## config.mk

```make
export PLATFORM = sky130hd
export DESIGN_NAME = vdp_top
export DESIGN_NICKNAME = d
export VERILOG_FILES = /design/src/design/vdp_pkg.sv /design/src/design/vdp_host_registers.sv /design/src/design/vdp_palette_output.sv /design/src/design/vdp_top.sv /design/src/design/vdp_video_timing.sv /design/src/design/vdp_vram_slot.sv
export VERILOG_INCLUDE_DIRS = /design/src /design/src/design
export SDC_FILE = /design/constraint.sdc
export NUM_CORES = 1
export LEC_CHECK = 0
export BUFFER_PORTS_ARGS = -buffer_cell sky130_fd_sc_hd__buf_2
export CORE_UTILIZATION = 59
export CTS_BUF_LIST = sky130_fd_sc_hd__clkbuf_4 sky130_fd_sc_hd__clkbuf_8
export DETAILED_ROUTE_END_ITERATION = 8
export GPL_TIMING_DRIVEN = 0
export PLACE_DENSITY = 0.95
export SLEW_MARGIN = 0
export SYNTH_ARGS = -nofsm -noshare
export SYNTH_HDL_FRONTEND = slang
export SYNTH_SLANG_ARGS = --single-unit
```

## constraint.sdc

```tcl
create_clock -name clk -period 6.3 [get_ports clk]
set_input_delay 0.315 -clock clk [delete_from_list [all_inputs] [get_ports clk]]
set_output_delay 0.315 -clock clk [all_outputs]
set_load 0.01 [all_outputs]
```

## src/design/vdp_config.svh

```systemverilog
// timing and register map constants for a 640x480 display
// pixel clock assumed at the nominal 25.175 MHz rate, no widescreen mode
`ifndef VDP_CONFIG_SVH
`define VDP_CONFIG_SVH

// horizontal timing in clocks, offscreen area comes first in each line
`define VDP_H_ACTIVE         640
`define VDP_H_FRONTPORCH     16
`define VDP_H_SYNC           96
`define VDP_H_BACKPORCH      48
`define VDP_H_OFFSCREEN      (`VDP_H_FRONTPORCH + `VDP_H_SYNC + `VDP_H_BACKPORCH)
`define VDP_H_TOTAL          (`VDP_H_OFFSCREEN + `VDP_H_ACTIVE)

// vertical timing in lines, active area comes first in each frame
`define VDP_V_ACTIVE         480
`define VDP_V_FRONTPORCH     11
`define VDP_V_SYNC           2
`define VDP_V_BACKPORCH      31
`define VDP_V_TOTAL          (`VDP_V_ACTIVE + `VDP_V_FRONTPORCH + `VDP_V_SYNC + `VDP_V_BACKPORCH)

// raster_x low bits that carry the host write
`define VDP_VRAM_SLOT_PHASE  7

// write registers
`define VDP_REG_PALETTE_ADDR 0
`define VDP_REG_PALETTE_DATA 1
`define VDP_REG_VRAM_ADDR    2
`define VDP_REG_VRAM_DATA    3
`define VDP_REG_VRAM_INCR    4

// read registers
`define VDP_REG_RASTER_X     0
`define VDP_REG_RASTER_Y     1

// widths
`define VDP_RASTER_X_WIDTH      12
`define VDP_RASTER_Y_WIDTH      11
`define VDP_DATA_WIDTH          16
`define VDP_PALETTE_ADDR_WIDTH  8
`define VDP_VRAM_ADDR_WIDTH     14
`define VDP_VRAM_INCR_WIDTH     8
`define VDP_COLOR_CHANNEL_WIDTH 4

`endif

```

## src/design/vdp_pkg.sv

```systemverilog
// shared types of the display controller
// vram addresses are 16-bit word addresses, one bank per lane
`include "vdp_config.svh"

package vdp_pkg;

    typedef logic [`VDP_RASTER_X_WIDTH-1:0] raster_x_t;
    typedef logic [`VDP_RASTER_Y_WIDTH-1:0] raster_y_t;

    // 12-bit output color, red in the top nibble
    typedef struct packed {
        logic [`VDP_COLOR_CHANNEL_WIDTH-1:0] r;
        logic [`VDP_COLOR_CHANNEL_WIDTH-1:0] g;
        logic [`VDP_COLOR_CHANNEL_WIDTH-1:0] b;
    } color_t;

    typedef struct packed {
        logic [`VDP_PALETTE_ADDR_WIDTH-1:0] address;
        logic [`VDP_DATA_WIDTH-1:0]         data;
        logic                               enable;
    } palette_write_t;

    // host write waiting for its vram slot
    typedef struct packed {
        logic [`VDP_VRAM_ADDR_WIDTH-1:0] word_address;
        logic                            odd;
        logic [`VDP_DATA_WIDTH-1:0]      data;
        logic                            pending;
    } vram_request_t;

    typedef struct packed {
        logic [`VDP_VRAM_ADDR_WIDTH-1:0] address;
        logic                            we;
        logic [`VDP_DATA_WIDTH-1:0]      write_data;
    } vram_port_t;

endpackage

```

## src/design/vdp_host_registers.sv

```systemverilog
// host register port, writes act on the next clock
// a vram data write must wait for host_ready, the data register holds one word
// reads return data one cycle after host_read_en and hold it until the next read
`timescale 1ns/10ps
`include "vdp_config.svh"

module vdp_host_registers (
    input  logic                   clk,
    input  logic                   reset,
    input  logic                   host_write_en,
    input  logic                   host_read_en,
    input  logic [15:0]            host_address,
    input  logic [15:0]            host_write_data,
    input  vdp_pkg::raster_x_t     raster_x,
    input  vdp_pkg::raster_y_t     raster_y,
    input  logic                   vram_written,
    output logic [15:0]            host_read_data,
    output logic                   host_ready,
    output vdp_pkg::palette_write_t palette_write,
    output vdp_pkg::vram_request_t vram_request
);
    import vdp_pkg::*;

    logic [`VDP_PALETTE_ADDR_WIDTH-1:0] palette_address;
    // byte address, bit 0 picks the lane
    logic [`VDP_VRAM_ADDR_WIDTH:0]      vram_byte_address;
    logic [`VDP_VRAM_INCR_WIDTH-1:0]    vram_increment;
    logic [`VDP_DATA_WIDTH-1:0]         vram_data;
    logic                               vram_lane;
    logic                               vram_pending;
    logic                               palette_data_write;
    logic                               vram_data_write;

    assign palette_data_write = host_write_en
        && host_address == 16'(`VDP_REG_PALETTE_DATA);
    assign vram_data_write = host_write_en && host_address == 16'(`VDP_REG_VRAM_DATA);

    // palette ram writes at the current address on this clock
    assign palette_write = palette_write_t'{
        address: palette_address,
        data: host_write_data,
        enable: palette_data_write
    };

    assign vram_request = vram_request_t'{
        word_address: vram_byte_address[`VDP_VRAM_ADDR_WIDTH:1],
        odd: vram_lane,
        data: vram_data,
        pending: vram_pending
    };

    assign host_ready = !vram_pending;

    always_ff @(posedge clk) begin
        if (reset) begin
            palette_address <= '0;
            vram_byte_address <= '0;
            // step of one byte until the host sets another
            vram_increment <= `VDP_VRAM_INCR_WIDTH'(1);
            vram_pending <= 1'b0;
        end else begin
            if (vram_written) begin
                vram_pending <= 1'b0;
                vram_byte_address <= vram_byte_address + (`VDP_VRAM_ADDR_WIDTH + 1)'(vram_increment);
            end
            if (palette_data_write) begin
                palette_address <= palette_address + 1'b1;
            end
            if (host_write_en) begin
                case (host_address)
                    16'(`VDP_REG_PALETTE_ADDR):
                        palette_address <= host_write_data[`VDP_PALETTE_ADDR_WIDTH-1:0];
                    16'(`VDP_REG_VRAM_ADDR):
                        vram_byte_address <= host_write_data[`VDP_VRAM_ADDR_WIDTH:0];
                    16'(`VDP_REG_VRAM_DATA):
                        vram_pending <= 1'b1;
                    16'(`VDP_REG_VRAM_INCR):
                        vram_increment <= host_write_data[`VDP_VRAM_INCR_WIDTH-1:0];
                    default: ;
                endcase
            end
        end
    end

    // word and lane for the slot
    always_ff @(posedge clk) begin
        if (vram_data_write) begin
            vram_data <= host_write_data;
            vram_lane <= vram_byte_address[0];
        end
    end

    always_ff @(posedge clk) begin
        if (host_read_en) begin
            case (host_address)
                16'(`VDP_REG_RASTER_X): host_read_data <= 16'(raster_x);
                16'(`VDP_REG_RASTER_Y): host_read_data <= 16'(raster_y);
                default: host_read_data <= '0;
            endcase
        end
    end

    // the slot module has not taken the previous word yet
    a_no_data_write_while_pending: assert property (@(posedge clk) disable iff (reset)
        vram_data_write |-> !vram_pending);

endmodule

```

## src/design/vdp_palette_output.sv

```systemverilog
// 256-entry palette, only entry 0 is read back as the backdrop
// rgb trails active_display by two clocks and is black outside it
`timescale 1ns/10ps
`include "vdp_config.svh"

module vdp_palette_output (
    input  logic                    clk,
    input  vdp_pkg::palette_write_t palette_write,
    input  logic                    active_display,
    output vdp_pkg::color_t         rgb
);
    import vdp_pkg::*;

    localparam int PALETTE_DEPTH = 1 << `VDP_PALETTE_ADDR_WIDTH;

    logic [`VDP_DATA_WIDTH-1:0] palette_ram [PALETTE_DEPTH];
    logic [`VDP_DATA_WIDTH-1:0] backdrop_word;
    logic                       active_delayed;
    color_t                     backdrop_color;

    always_ff @(posedge clk) begin
        if (palette_write.enable) begin
            palette_ram[palette_write.address] <= palette_write.data;
        end
        backdrop_word <= palette_ram[0];
    end

    // upper nibble of the palette word is not displayed
    assign backdrop_color = backdrop_word[$bits(color_t)-1:0];

    // active_display delayed to meet the palette read
    always_ff @(posedge clk) begin
        active_delayed <= active_display;
        rgb <= active_delayed ? backdrop_color : '0;
    end

endmodule

```

## src/design/vdp_top.sv

```systemverilog
// tile display controller core, backdrop color only
// vram read data inputs are reserved for the render path and ignored here
`timescale 1ns/10ps

module vdp_top (
    input  logic                clk,
    input  logic                reset,
    input  logic [15:0]         host_address,
    input  logic [15:0]         host_write_data,
    input  logic                host_write_en,
    input  logic                host_read_en,
    output logic [15:0]         host_read_data,
    output logic                host_ready,
    output vdp_pkg::color_t     rgb,
    output logic                hsync,
    output logic                vsync,
    output logic                active_display,
    output logic                line_ended,
    output logic                frame_ended,
    output vdp_pkg::vram_port_t vram_even,
    output vdp_pkg::vram_port_t vram_odd,
    input  logic [15:0]         vram_read_data_even,
    input  logic [15:0]         vram_read_data_odd
);
    import vdp_pkg::*;

    raster_x_t      raster_x;
    raster_y_t      raster_y;
    palette_write_t palette_write;
    vram_request_t  vram_request;
    logic           vram_written;

    vdp_video_timing video_timing_inst (
        .clk(clk),
        .reset(reset),
        .raster_x(raster_x),
        .raster_y(raster_y),
        .hsync(hsync),
        .vsync(vsync),
        .active_display(active_display),
        .line_ended(line_ended),
        .frame_ended(frame_ended)
    );

    vdp_host_registers host_registers_inst (
        .clk(clk),
        .reset(reset),
        .host_write_en(host_write_en),
        .host_read_en(host_read_en),
        .host_address(host_address),
        .host_write_data(host_write_data),
        .raster_x(raster_x),
        .raster_y(raster_y),
        .vram_written(vram_written),
        .host_read_data(host_read_data),
        .host_ready(host_ready),
        .palette_write(palette_write),
        .vram_request(vram_request)
    );

    vdp_vram_slot vram_slot_inst (
        .clk(clk),
        .reset(reset),
        .raster_x(raster_x),
        .vram_request(vram_request),
        .vram_written(vram_written),
        .vram_even(vram_even),
        .vram_odd(vram_odd)
    );

    vdp_palette_output palette_output_inst (
        .clk(clk),
        .palette_write(palette_write),
        .active_display(active_display),
        .rgb(rgb)
    );

endmodule

```

## src/design/vdp_video_timing.sv

```systemverilog
// 640x480 raster timing, offscreen columns precede the active ones
// syncs are active low, strobes are single-cycle and not meant for the monitor
`timescale 1ns/10ps
`include "vdp_config.svh"

module vdp_video_timing (
    input  logic               clk,
    input  logic               reset,
    output vdp_pkg::raster_x_t raster_x,
    output vdp_pkg::raster_y_t raster_y,
    output logic               hsync,
    output logic               vsync,
    output logic               active_display,
    output logic               line_ended,
    output logic               frame_ended
);
    import vdp_pkg::*;

    localparam raster_x_t X_LAST = raster_x_t'(`VDP_H_TOTAL - 1);
    localparam raster_y_t Y_LAST = raster_y_t'(`VDP_V_TOTAL - 1);
    localparam raster_x_t HSYNC_START = raster_x_t'(`VDP_H_FRONTPORCH);
    localparam raster_x_t HSYNC_END = raster_x_t'(`VDP_H_FRONTPORCH + `VDP_H_SYNC - 1);
    localparam raster_y_t VSYNC_START = raster_y_t'(`VDP_V_ACTIVE + `VDP_V_FRONTPORCH);
    localparam raster_y_t VSYNC_END = raster_y_t'(`VDP_V_ACTIVE + `VDP_V_FRONTPORCH + `VDP_V_SYNC - 1);

    raster_x_t x_next;
    raster_y_t y_next;

    always_comb begin
        x_next = raster_x + 1'b1;
        y_next = raster_y;
        if (raster_x == X_LAST) begin
            x_next = '0;
            y_next = (raster_y == Y_LAST) ? '0 : raster_y + 1'b1;
        end
    end

    // syncs and strobes decoded from the next position so they line up with the counters
    always_ff @(posedge clk) begin
        if (reset) begin
            raster_x <= '0;
            raster_y <= '0;
            hsync <= 1'b1;
            vsync <= 1'b1;
            active_display <= 1'b0;
            line_ended <= 1'b0;
            frame_ended <= 1'b0;
        end else begin
            raster_x <= x_next;
            raster_y <= y_next;
            hsync <= !(x_next >= HSYNC_START && x_next <= HSYNC_END);
            vsync <= !(y_next >= VSYNC_START && y_next <= VSYNC_END);
            // one cycle behind the counters, the palette read makes up the rest
            active_display <= (raster_x >= raster_x_t'(`VDP_H_OFFSCREEN))
                && (raster_y < raster_y_t'(`VDP_V_ACTIVE));
            line_ended <= (x_next == X_LAST);
            frame_ended <= (x_next == X_LAST) && (y_next == Y_LAST);
        end
    end

    a_raster_x_in_line: assert property (@(posedge clk) disable iff (reset)
        raster_x <= X_LAST);

    a_frame_end_on_line_end: assert property (@(posedge clk) disable iff (reset)
        frame_ended |-> line_ended && raster_y == Y_LAST);

endmodule

```

## src/design/vdp_vram_slot.sv

```systemverilog
// vram access schedule reduced to the host write slot, one in every 8 clocks
// read data from the banks is not consumed here
`timescale 1ns/10ps
`include "vdp_config.svh"

module vdp_vram_slot (
    input  logic                   clk,
    input  logic                   reset,
    input  vdp_pkg::raster_x_t     raster_x,
    input  vdp_pkg::vram_request_t vram_request,
    output logic                   vram_written,
    output vdp_pkg::vram_port_t    vram_even,
    output vdp_pkg::vram_port_t    vram_odd
);
    import vdp_pkg::*;

    logic       host_slot;
    vram_port_t even_next;
    vram_port_t odd_next;

    assign host_slot = raster_x[2:0] == 3'(`VDP_VRAM_SLOT_PHASE);

    // accept pulse, the register port clears pending on this edge
    assign vram_written = host_slot && vram_request.pending;

    always_comb begin
        even_next.address = vram_request.word_address;
        even_next.write_data = vram_request.data;
        even_next.we = vram_written && !vram_request.odd;

        // same word on both banks, only the lane's we is raised
        odd_next.address = vram_request.word_address;
        odd_next.write_data = vram_request.data;
        odd_next.we = vram_written && vram_request.odd;
    end

    always_ff @(posedge clk) begin
        vram_even <= even_next;
        vram_odd <= odd_next;
        if (reset) begin
            vram_even.we <= 1'b0;
            vram_odd.we <= 1'b0;
        end
    end

    a_single_lane_write: assert property (@(posedge clk) disable iff (reset)
        !(vram_even.we && vram_odd.we));

endmodule

```

# Word-level counts from Yosys, hierarchy flattened
# Memory sizes are Yosys's and may differ from the RTL's. A register that Yosys moved wholly into a read port is not among the register bits.
# Index checks and enable logic that the tools add are counted.
[op_classes] n_addsub=4 n_eq_ne=9 n_lt_le_gt_ge=6 n_reduce_logical=15 bitwise_logic=0 n_div=0 multipliers=0 shift=0 n_mux=15
[op_table] op="15-bit 2-to-1 mux" n=3
[op_table] op="16-bit by 2-bit == test with 1-bit output (second input constant)" n=2
[op_table] op="12-bit by 10-bit == test with 1-bit output (second input constant)" n=2
[op_table] op="8-bit 2-to-1 mux" n=3
[op_table] op="12-bit case mux with 2 select lines" n=1
[op_table] op="11-bit by 10-bit == test with 1-bit output (second input constant)" n=2
[op_table] op="11-bit 2-to-1 mux" n=2
[op_table] op="16-bit by 1-bit == test with 1-bit output (second input constant)" n=1
[op_table] op="16-bit by 3-bit == test with 1-bit output (second input constant)" n=1
[op_table] op="16-bit zero test" n=1
[op_table] op="15-bit by 8-bit adder with 15-bit output" n=1
[op_table] op="12-bit by 1-bit adder with 12-bit output (second input constant)" n=1
[op_table] op="12-bit by 5-bit greater-or-equal comparator with 1-bit output (second input constant)" n=1
[op_table] op="12-bit by 8-bit greater-or-equal comparator with 1-bit output (second input constant)" n=1
[op_table] op="12-bit by 7-bit <= comparator with 1-bit output (second input constant)" n=1
[op_table] op="12-bit 2-to-1 mux" n=1
[op_table] op="11-bit by 1-bit adder with 11-bit output (second input constant)" n=1
[op_table] op="11-bit by 9-bit greater-or-equal comparator with 1-bit output (second input constant)" n=1
[op_table] op="11-bit by 9-bit <= comparator with 1-bit output (second input constant)" n=1
[op_table] op="11-bit by 9-bit < comparator with 1-bit output (second input constant)" n=1
[op_table] op="1-bit logical AND" n=9
[op_table] op="8-bit by 1-bit adder with 8-bit output (second input constant)" n=1
[op_table] op="1-bit 2-to-1 mux" n=5
[op_table] op="1-bit zero test" n=4
[op_table] op="other kinds (2)" n=2
[word_totals] output_inout_bits=96 memories=1 elab_cells=72 latch_bits=0 regBits=138 romBits=0 mem_bits_rw=4096
[mem_list] name="palette_output_inst.palette_ram" depth=256 word_bits=16 read_ports=1 rd_clocked_by_memory_dff=1 write_ports=1 line_no="vdp_palette_output.sv:16" source="logic [`VDP_DATA_WIDTH-1:0] palette_ram [PALETTE_DEPTH];"

# Longest topological paths before layout
[logic_depth] word_depth=6 ltp_mapped=10 ltp_nobuf=10

# Cells and area by module
# From an unflattened synthesis, not the netlist that was laid out.
[unflattened] cells_unflattened=624 area_unflattened_um2=6771.5
[modules_own_cells] module="vdp_host_registers" cells_per_inst=314 area_each_um2=3328.2 n_inst=1
[modules_own_cells] module="vdp_video_timing" cells_per_inst=189 area_each_um2=1581.5 n_inst=1
[modules_own_cells] module="vdp_palette_output" cells_per_inst=53 area_each_um2=962.2 n_inst=1
[modules_own_cells] module="vdp_vram_slot" cells_per_inst=68 area_each_um2=899.6 n_inst=1

# Worst setup path before layout
# Ideal clock, no wire load.
[synth_path] path_kind="register to register" startpoint="register video_timing_inst.raster_x[1]" endpoint="register video_timing_inst.vsync" slack_ns=3.626 t_arrival_ns=2.540 path_buffers=1 path_stages_with_launch=10 required_time_ns=6.166 cell_sequence="dfxtp_1 -> ha_1 -> nand4_2 -> or4_4 -> or3_1 -> buf_2 -> xor2_1 -> nor2_2 -> nand4_1 -> or4b_1"
[synth_via] elab_chain_len=5
[synth_rtl] item="from (decl)" line_no="vdp_video_timing.sv:9" source="output vdp_pkg::raster_x_t raster_x,"
[synth_rtl] item="from (signal assigned)" line_no="vdp_video_timing.sv:49" source="raster_x <= x_next;"
[synth_rtl] item="12-bit by 10-bit == test with 1-bit output *" line_no="vdp_video_timing.sv:32" source="if (raster_x == X_LAST) begin"
[synth_rtl] item="11-bit 2-to-1 mux *" line_no="vdp_video_timing.sv:32"
[synth_rtl] item="11-bit by 9-bit greater-or-equal comparator with 1-bit output / 11-bit by 9-bit <= comparator with 1-bit output (equally long branches)" line_no="vdp_video_timing.sv:52" source="vsync <= !(y_next >= VSYNC_START && y_next <= VSYNC_END);"
[synth_rtl] item="1-bit logical AND *" line_no="vdp_video_timing.sv:52"
[synth_rtl] item="1-bit zero test *" line_no="vdp_video_timing.sv:52"
[synth_rtl] item="to (signal assigned)" line_no="vdp_video_timing.sv:52"
[synth_rtl] item="to (decl)" line_no="vdp_video_timing.sv:12" source="output logic vsync,"
# Every way passes the cells marked *; elsewhere a longest branch is shown, timed or not.
# A chain may end at the register's enable or synchronous reset.

# Worst setup path after layout
# Same ends and word-level chain as after synthesis.

==> impl_metrics.json <==
{
  "status": "complete, no violations",
  "dr.pass1.iters": 5,
  "crit_chain": "ha_1, nand4_2, nor4_1, and4_1, clkbuf_2, nand3b_1, a21o_1, a21oi_1, or4b_1",
  "overflow": 0,
  "syn_area_sq_um": 6260,
  "clkSinkCount": 158,
  "clkTransAtPathRegs_ns": 0.09,
  "period_share": 0.503,
  "min_path_cells": 1,
  "critPathRequiredTime_ns": 6.62,
  "drv_slew": 0,
  "final_cell_mix": "132 x buf_2, 117 x dfxtp_1, 65 x nor2_1",
  "nets": 817,
  "drt_first_iter_violations": 323,
  "hpwl_microns": 10200,
  "final_common_cell": "buf_2",
  "p_leak_nw": 3.12,
  "die-height_microns": 105,
  "grt_pass1_wl_microns": 23000,
  "routed_wl_microns": 14400,
  "synth_edf_count": 41,
  "crit_path_top_delay_cell": "nor4_1",
  "die_area_sq_um": 11000,
  "fill_cells": 668,
  "placed_cell_area_sq_um": 7100,
  "min_path_type": "in2reg",
  "clk_latency_ns": 0.46,
  "synthFlopType": "dfxtp_1",
  "finalClockSkew_ns": 0.0129,
  "cts_root_buf": "clkbuf_8",
  "reg2regPathDepth": 9,
  "h-tree-depth": 4,
  "track_usage": 0.273,
  "num_antenna_cells": 0,
  "worstReg2RegStart": "video_timing_inst.raster_x[1]$_SDFF_PP0_",
  "worstSetupStartpoint": "video_timing_inst.raster_x[1]$_SDFF_PP0_",
  "drive_above_1_share": 0.283,
  "core_area_sq_um": 10300,
  "ctsResizeCount": 0,
  "endpoint": "video_timing_inst.vsync$_SDFF_PP1_",
  "io_pins": 164,
  "die_w_microns": 105,
  "ys_ff_latch": 158,
  "antenna_found_initial": 0,
  "cts_tree": "built",
  "synth_warnings": 0,
  "cts_made_buffers": 17,
  "grt_max_degree": 17,
  "postRouteAntennaNets": 0,
  "max_slew_margin": 0.286,
  "maxCapViolations": 0,
  "setup_tns_ns": 0,
  "post-cts-setup-buffer-count": 0,
  "end_kind": "flip-flop",
  "arrival_ns": 3.49,
  "rows": 37,
  "avgSynthCellArea_sq_um": 10.7,
  "rsz0062_at_grt": "false",
  "start_util": 0.607,
  "seqCellArea_sq_um": 3570,
  "drc": 0,
  "vias": 5000,
  "first_global_vias": 4648,
  "r2r-end": "video_timing_inst.vsync$_SDFF_PP1_",
  "finish.instance_area_sq_um": 7530,
  "async_flop_share": 0,
  "routed_via_density": 5.67,
  "hold_viol": 0,
  "setup_viol_count_final": 0,
  "irDropWorstVdd_mv": 0.202,
  "ctsLongestPathBuffers": 2,
  "hold_buffers": 0,
  "worst-path-max-fanout": 7,
  "power_density_nw_per_um2": 252,
  "fmax_mhz": 316,
  "slowest_delay_ns": 0.74,
  "ys_seq_area_frac": 0.571,
  "post-route-min-period_ns": 3.17,
  "syn_inst": 583,
  "yosysUniqueCellTypes": 57,
  "finalWeightedCongestion": 0.886,
  "reg2reg_slack_ns": 3.13,
  "worstSetupStartpointType": "flip-flop",
  "worst_pin_slew_ns": 1.07,
  "io_buffers": 127,
  "crit_type": "reg2reg",
  "wl_per_cell_microns": 16.3,
  "area_growth_pct": 20.3,
  "multi_input_area_sq_um": 2280
}
-- state kept, by name, summed over array words and instances, names as in the netlist, 8 cells and up --
| signal | count |
|---|---|
| host_registers_inst.vram_increment | 8 |
| palette_output_inst.rgb | 12 |
| vram_slot_inst.vram_even | 31 |
| palette_output_inst.palette_ram | 12 |
| host_registers_inst.host_read_data | 12 |
| palette_output_inst.backdrop_word | 12 |
| host_registers_inst.vram_data | 16 |
| video_timing_inst.raster_y | 11 |
| host_registers_inst.palette_address | 8 |
| video_timing_inst.raster_x | 12 |
| host_registers_inst.vram_byte_address | 15 |
-- report_power, final --
part / total (mW) / internal (mW) / switching (mW)
logic: 0.0417 / 0.0153 / 0.0264
clock network: 0.814 / 0.412 / 0.402
registers: 1.05 / 1.04 / 0.00383
-- final cells by class --
cell class | instances | share of cell area
Buffer | 60 | 0.0488
Timing Repair Buffer | 128 | 0.0859
Multi-Input combinational cell | 352 | 0.302
Clock inverter | 14 | 0.0261
Sequential cell | 158 | 0.474
Tap cell | 136 | 0.0226
Inverter | 16 | 0.00797
Clock buffer | 18 | 0.0321
-- synthesized netlist by cell type, types with 2 or more instances --
library cell / instances / share of area
and4_1: 5 / 0.0070
o41ai_1: 3 / 0.0042
a22o_1: 11 / 0.015
xor2_1: 13 / 0.018
o2111ai_1: 2 / 0.0028
nand2_1: 26 / 0.016
nand3_1: 19 / 0.015
buf_2: 5 / 0.0040
a21oi_1: 15 / 0.012
or3_1: 6 / 0.0060
nand2b_1: 3 / 0.0030
nor2_1: 65 / 0.039
inv_1: 16 / 0.0096
nor2b_1: 8 / 0.0080
clkbuf_1: 18 / 0.011
ha_1: 15 / 0.030
or2_2: 4 / 0.0040
a21o_1: 2 / 0.0024
a211oi_1: 21 / 0.025
edfxtp_1: 41 / 0.20
nand4_1: 9 / 0.0090
a311oi_1: 5 / 0.0070
and3_1: 4 / 0.0040
o21ai_0: 20 / 0.016
nor3b_1: 5 / 0.0060
buf_4: 34 / 0.041
mux2i_1: 10 / 0.016
xnor2_1: 16 / 0.022
or4_1: 3 / 0.0036
o211ai_1: 2 / 0.0024
a31oi_1: 2 / 0.0020
dfxtp_1: 117 / 0.37
nor4_1: 7 / 0.0070
and2_1: 15 / 0.015
nand3b_1: 3 / 0.0036
nor3_1: 12 / 0.0096
-- worst max-delay path: cells and delay by family, from the launching register on --
| family | cells | cell delay (ns) |
|---|---|---|
| AND/OR/NAND/NOR | 5 | 1.76 |
| flip-flops | 1 | 0.46 |
| adder cells (fa/ha/maj) | 1 | 0.29 |
| AO/OA/AOI/OAI | 2 | 0.34 |
| buffers and inverters | 1 | 0.18 |
-- routing by layer --
| layer | share of wire | GRT usage |
|---|---|---|
| met3 | 0.089 | 0.0749 |
| met1 | 0.39 | 0.323 |
| met2 | 0.50 | 0.465 |
| met5 | 0 | 0 |
| met4 | 0.025 | 0.116 |
-- stage by stage --
step / hold slack [ns] / utilization / worst slack [ns] / instances / power [mW]
floorplan: 0.323 / - / 3.63 / 586 / 1.08
global placement: 0.324 / 0.686 / 2.83 / 849 / 1.11
detailed placement: 0.327 / 0.687 / 3.26 / 850 / 1.11
CTS: 0.00322 / 0.730 / 3.22 / 882 / 1.91
global route: 0.00996 / 0.730 / 2.99 / 882 / 1.96
finish: 0.0310 / 0.730 / 3.13 / 882 / 1.90
-- worst min path at each step --
stage / start / to / slack (ns)
2_1_floorplan: palette_output_inst.palette_ram[0][0]$_DFFE_PP_ / palette_output_inst.backdrop_word[0]$_DFF_P_ / 0.32
3_3_place_gp: palette_output_inst.palette_ram[0][6]$_DFFE_PP_ / palette_output_inst.backdrop_word[6]$_DFF_P_ / 0.32
3_5_place_dp: palette_output_inst.palette_ram[0][5]$_DFFE_PP_ / palette_output_inst.backdrop_word[5]$_DFF_P_ / 0.33
4_1_cts: host_write_data[15] / host_registers_inst.vram_data[15]$_DFFE_PP_ / 0.003
5_1_grt: host_write_data[15] / host_registers_inst.vram_data[15]$_DFFE_PP_ / 0.01
6_report: host_write_data[15] / host_registers_inst.vram_data[15]$_DFFE_PP_ / 0.03
-- logic make-up (layout without fill, tap and decap cells) --
logic type | after synthesis | in the layout | synth area share
simple gates | 204 | 204 | 0.173
flops | 158 | 158 | 0.571
compound gates | 89 | 89 | 0.0975
buf+inv | 76 | 236 | 0.0683
xor+xnor | 29 | 29 | 0.0406
fa+ha+maj | 16 | 16 | 0.0332
mux | 10 | 10 | 0.0160
other cells | 1 | 4 | 0.000599
(Power assumes the default switching activity.)
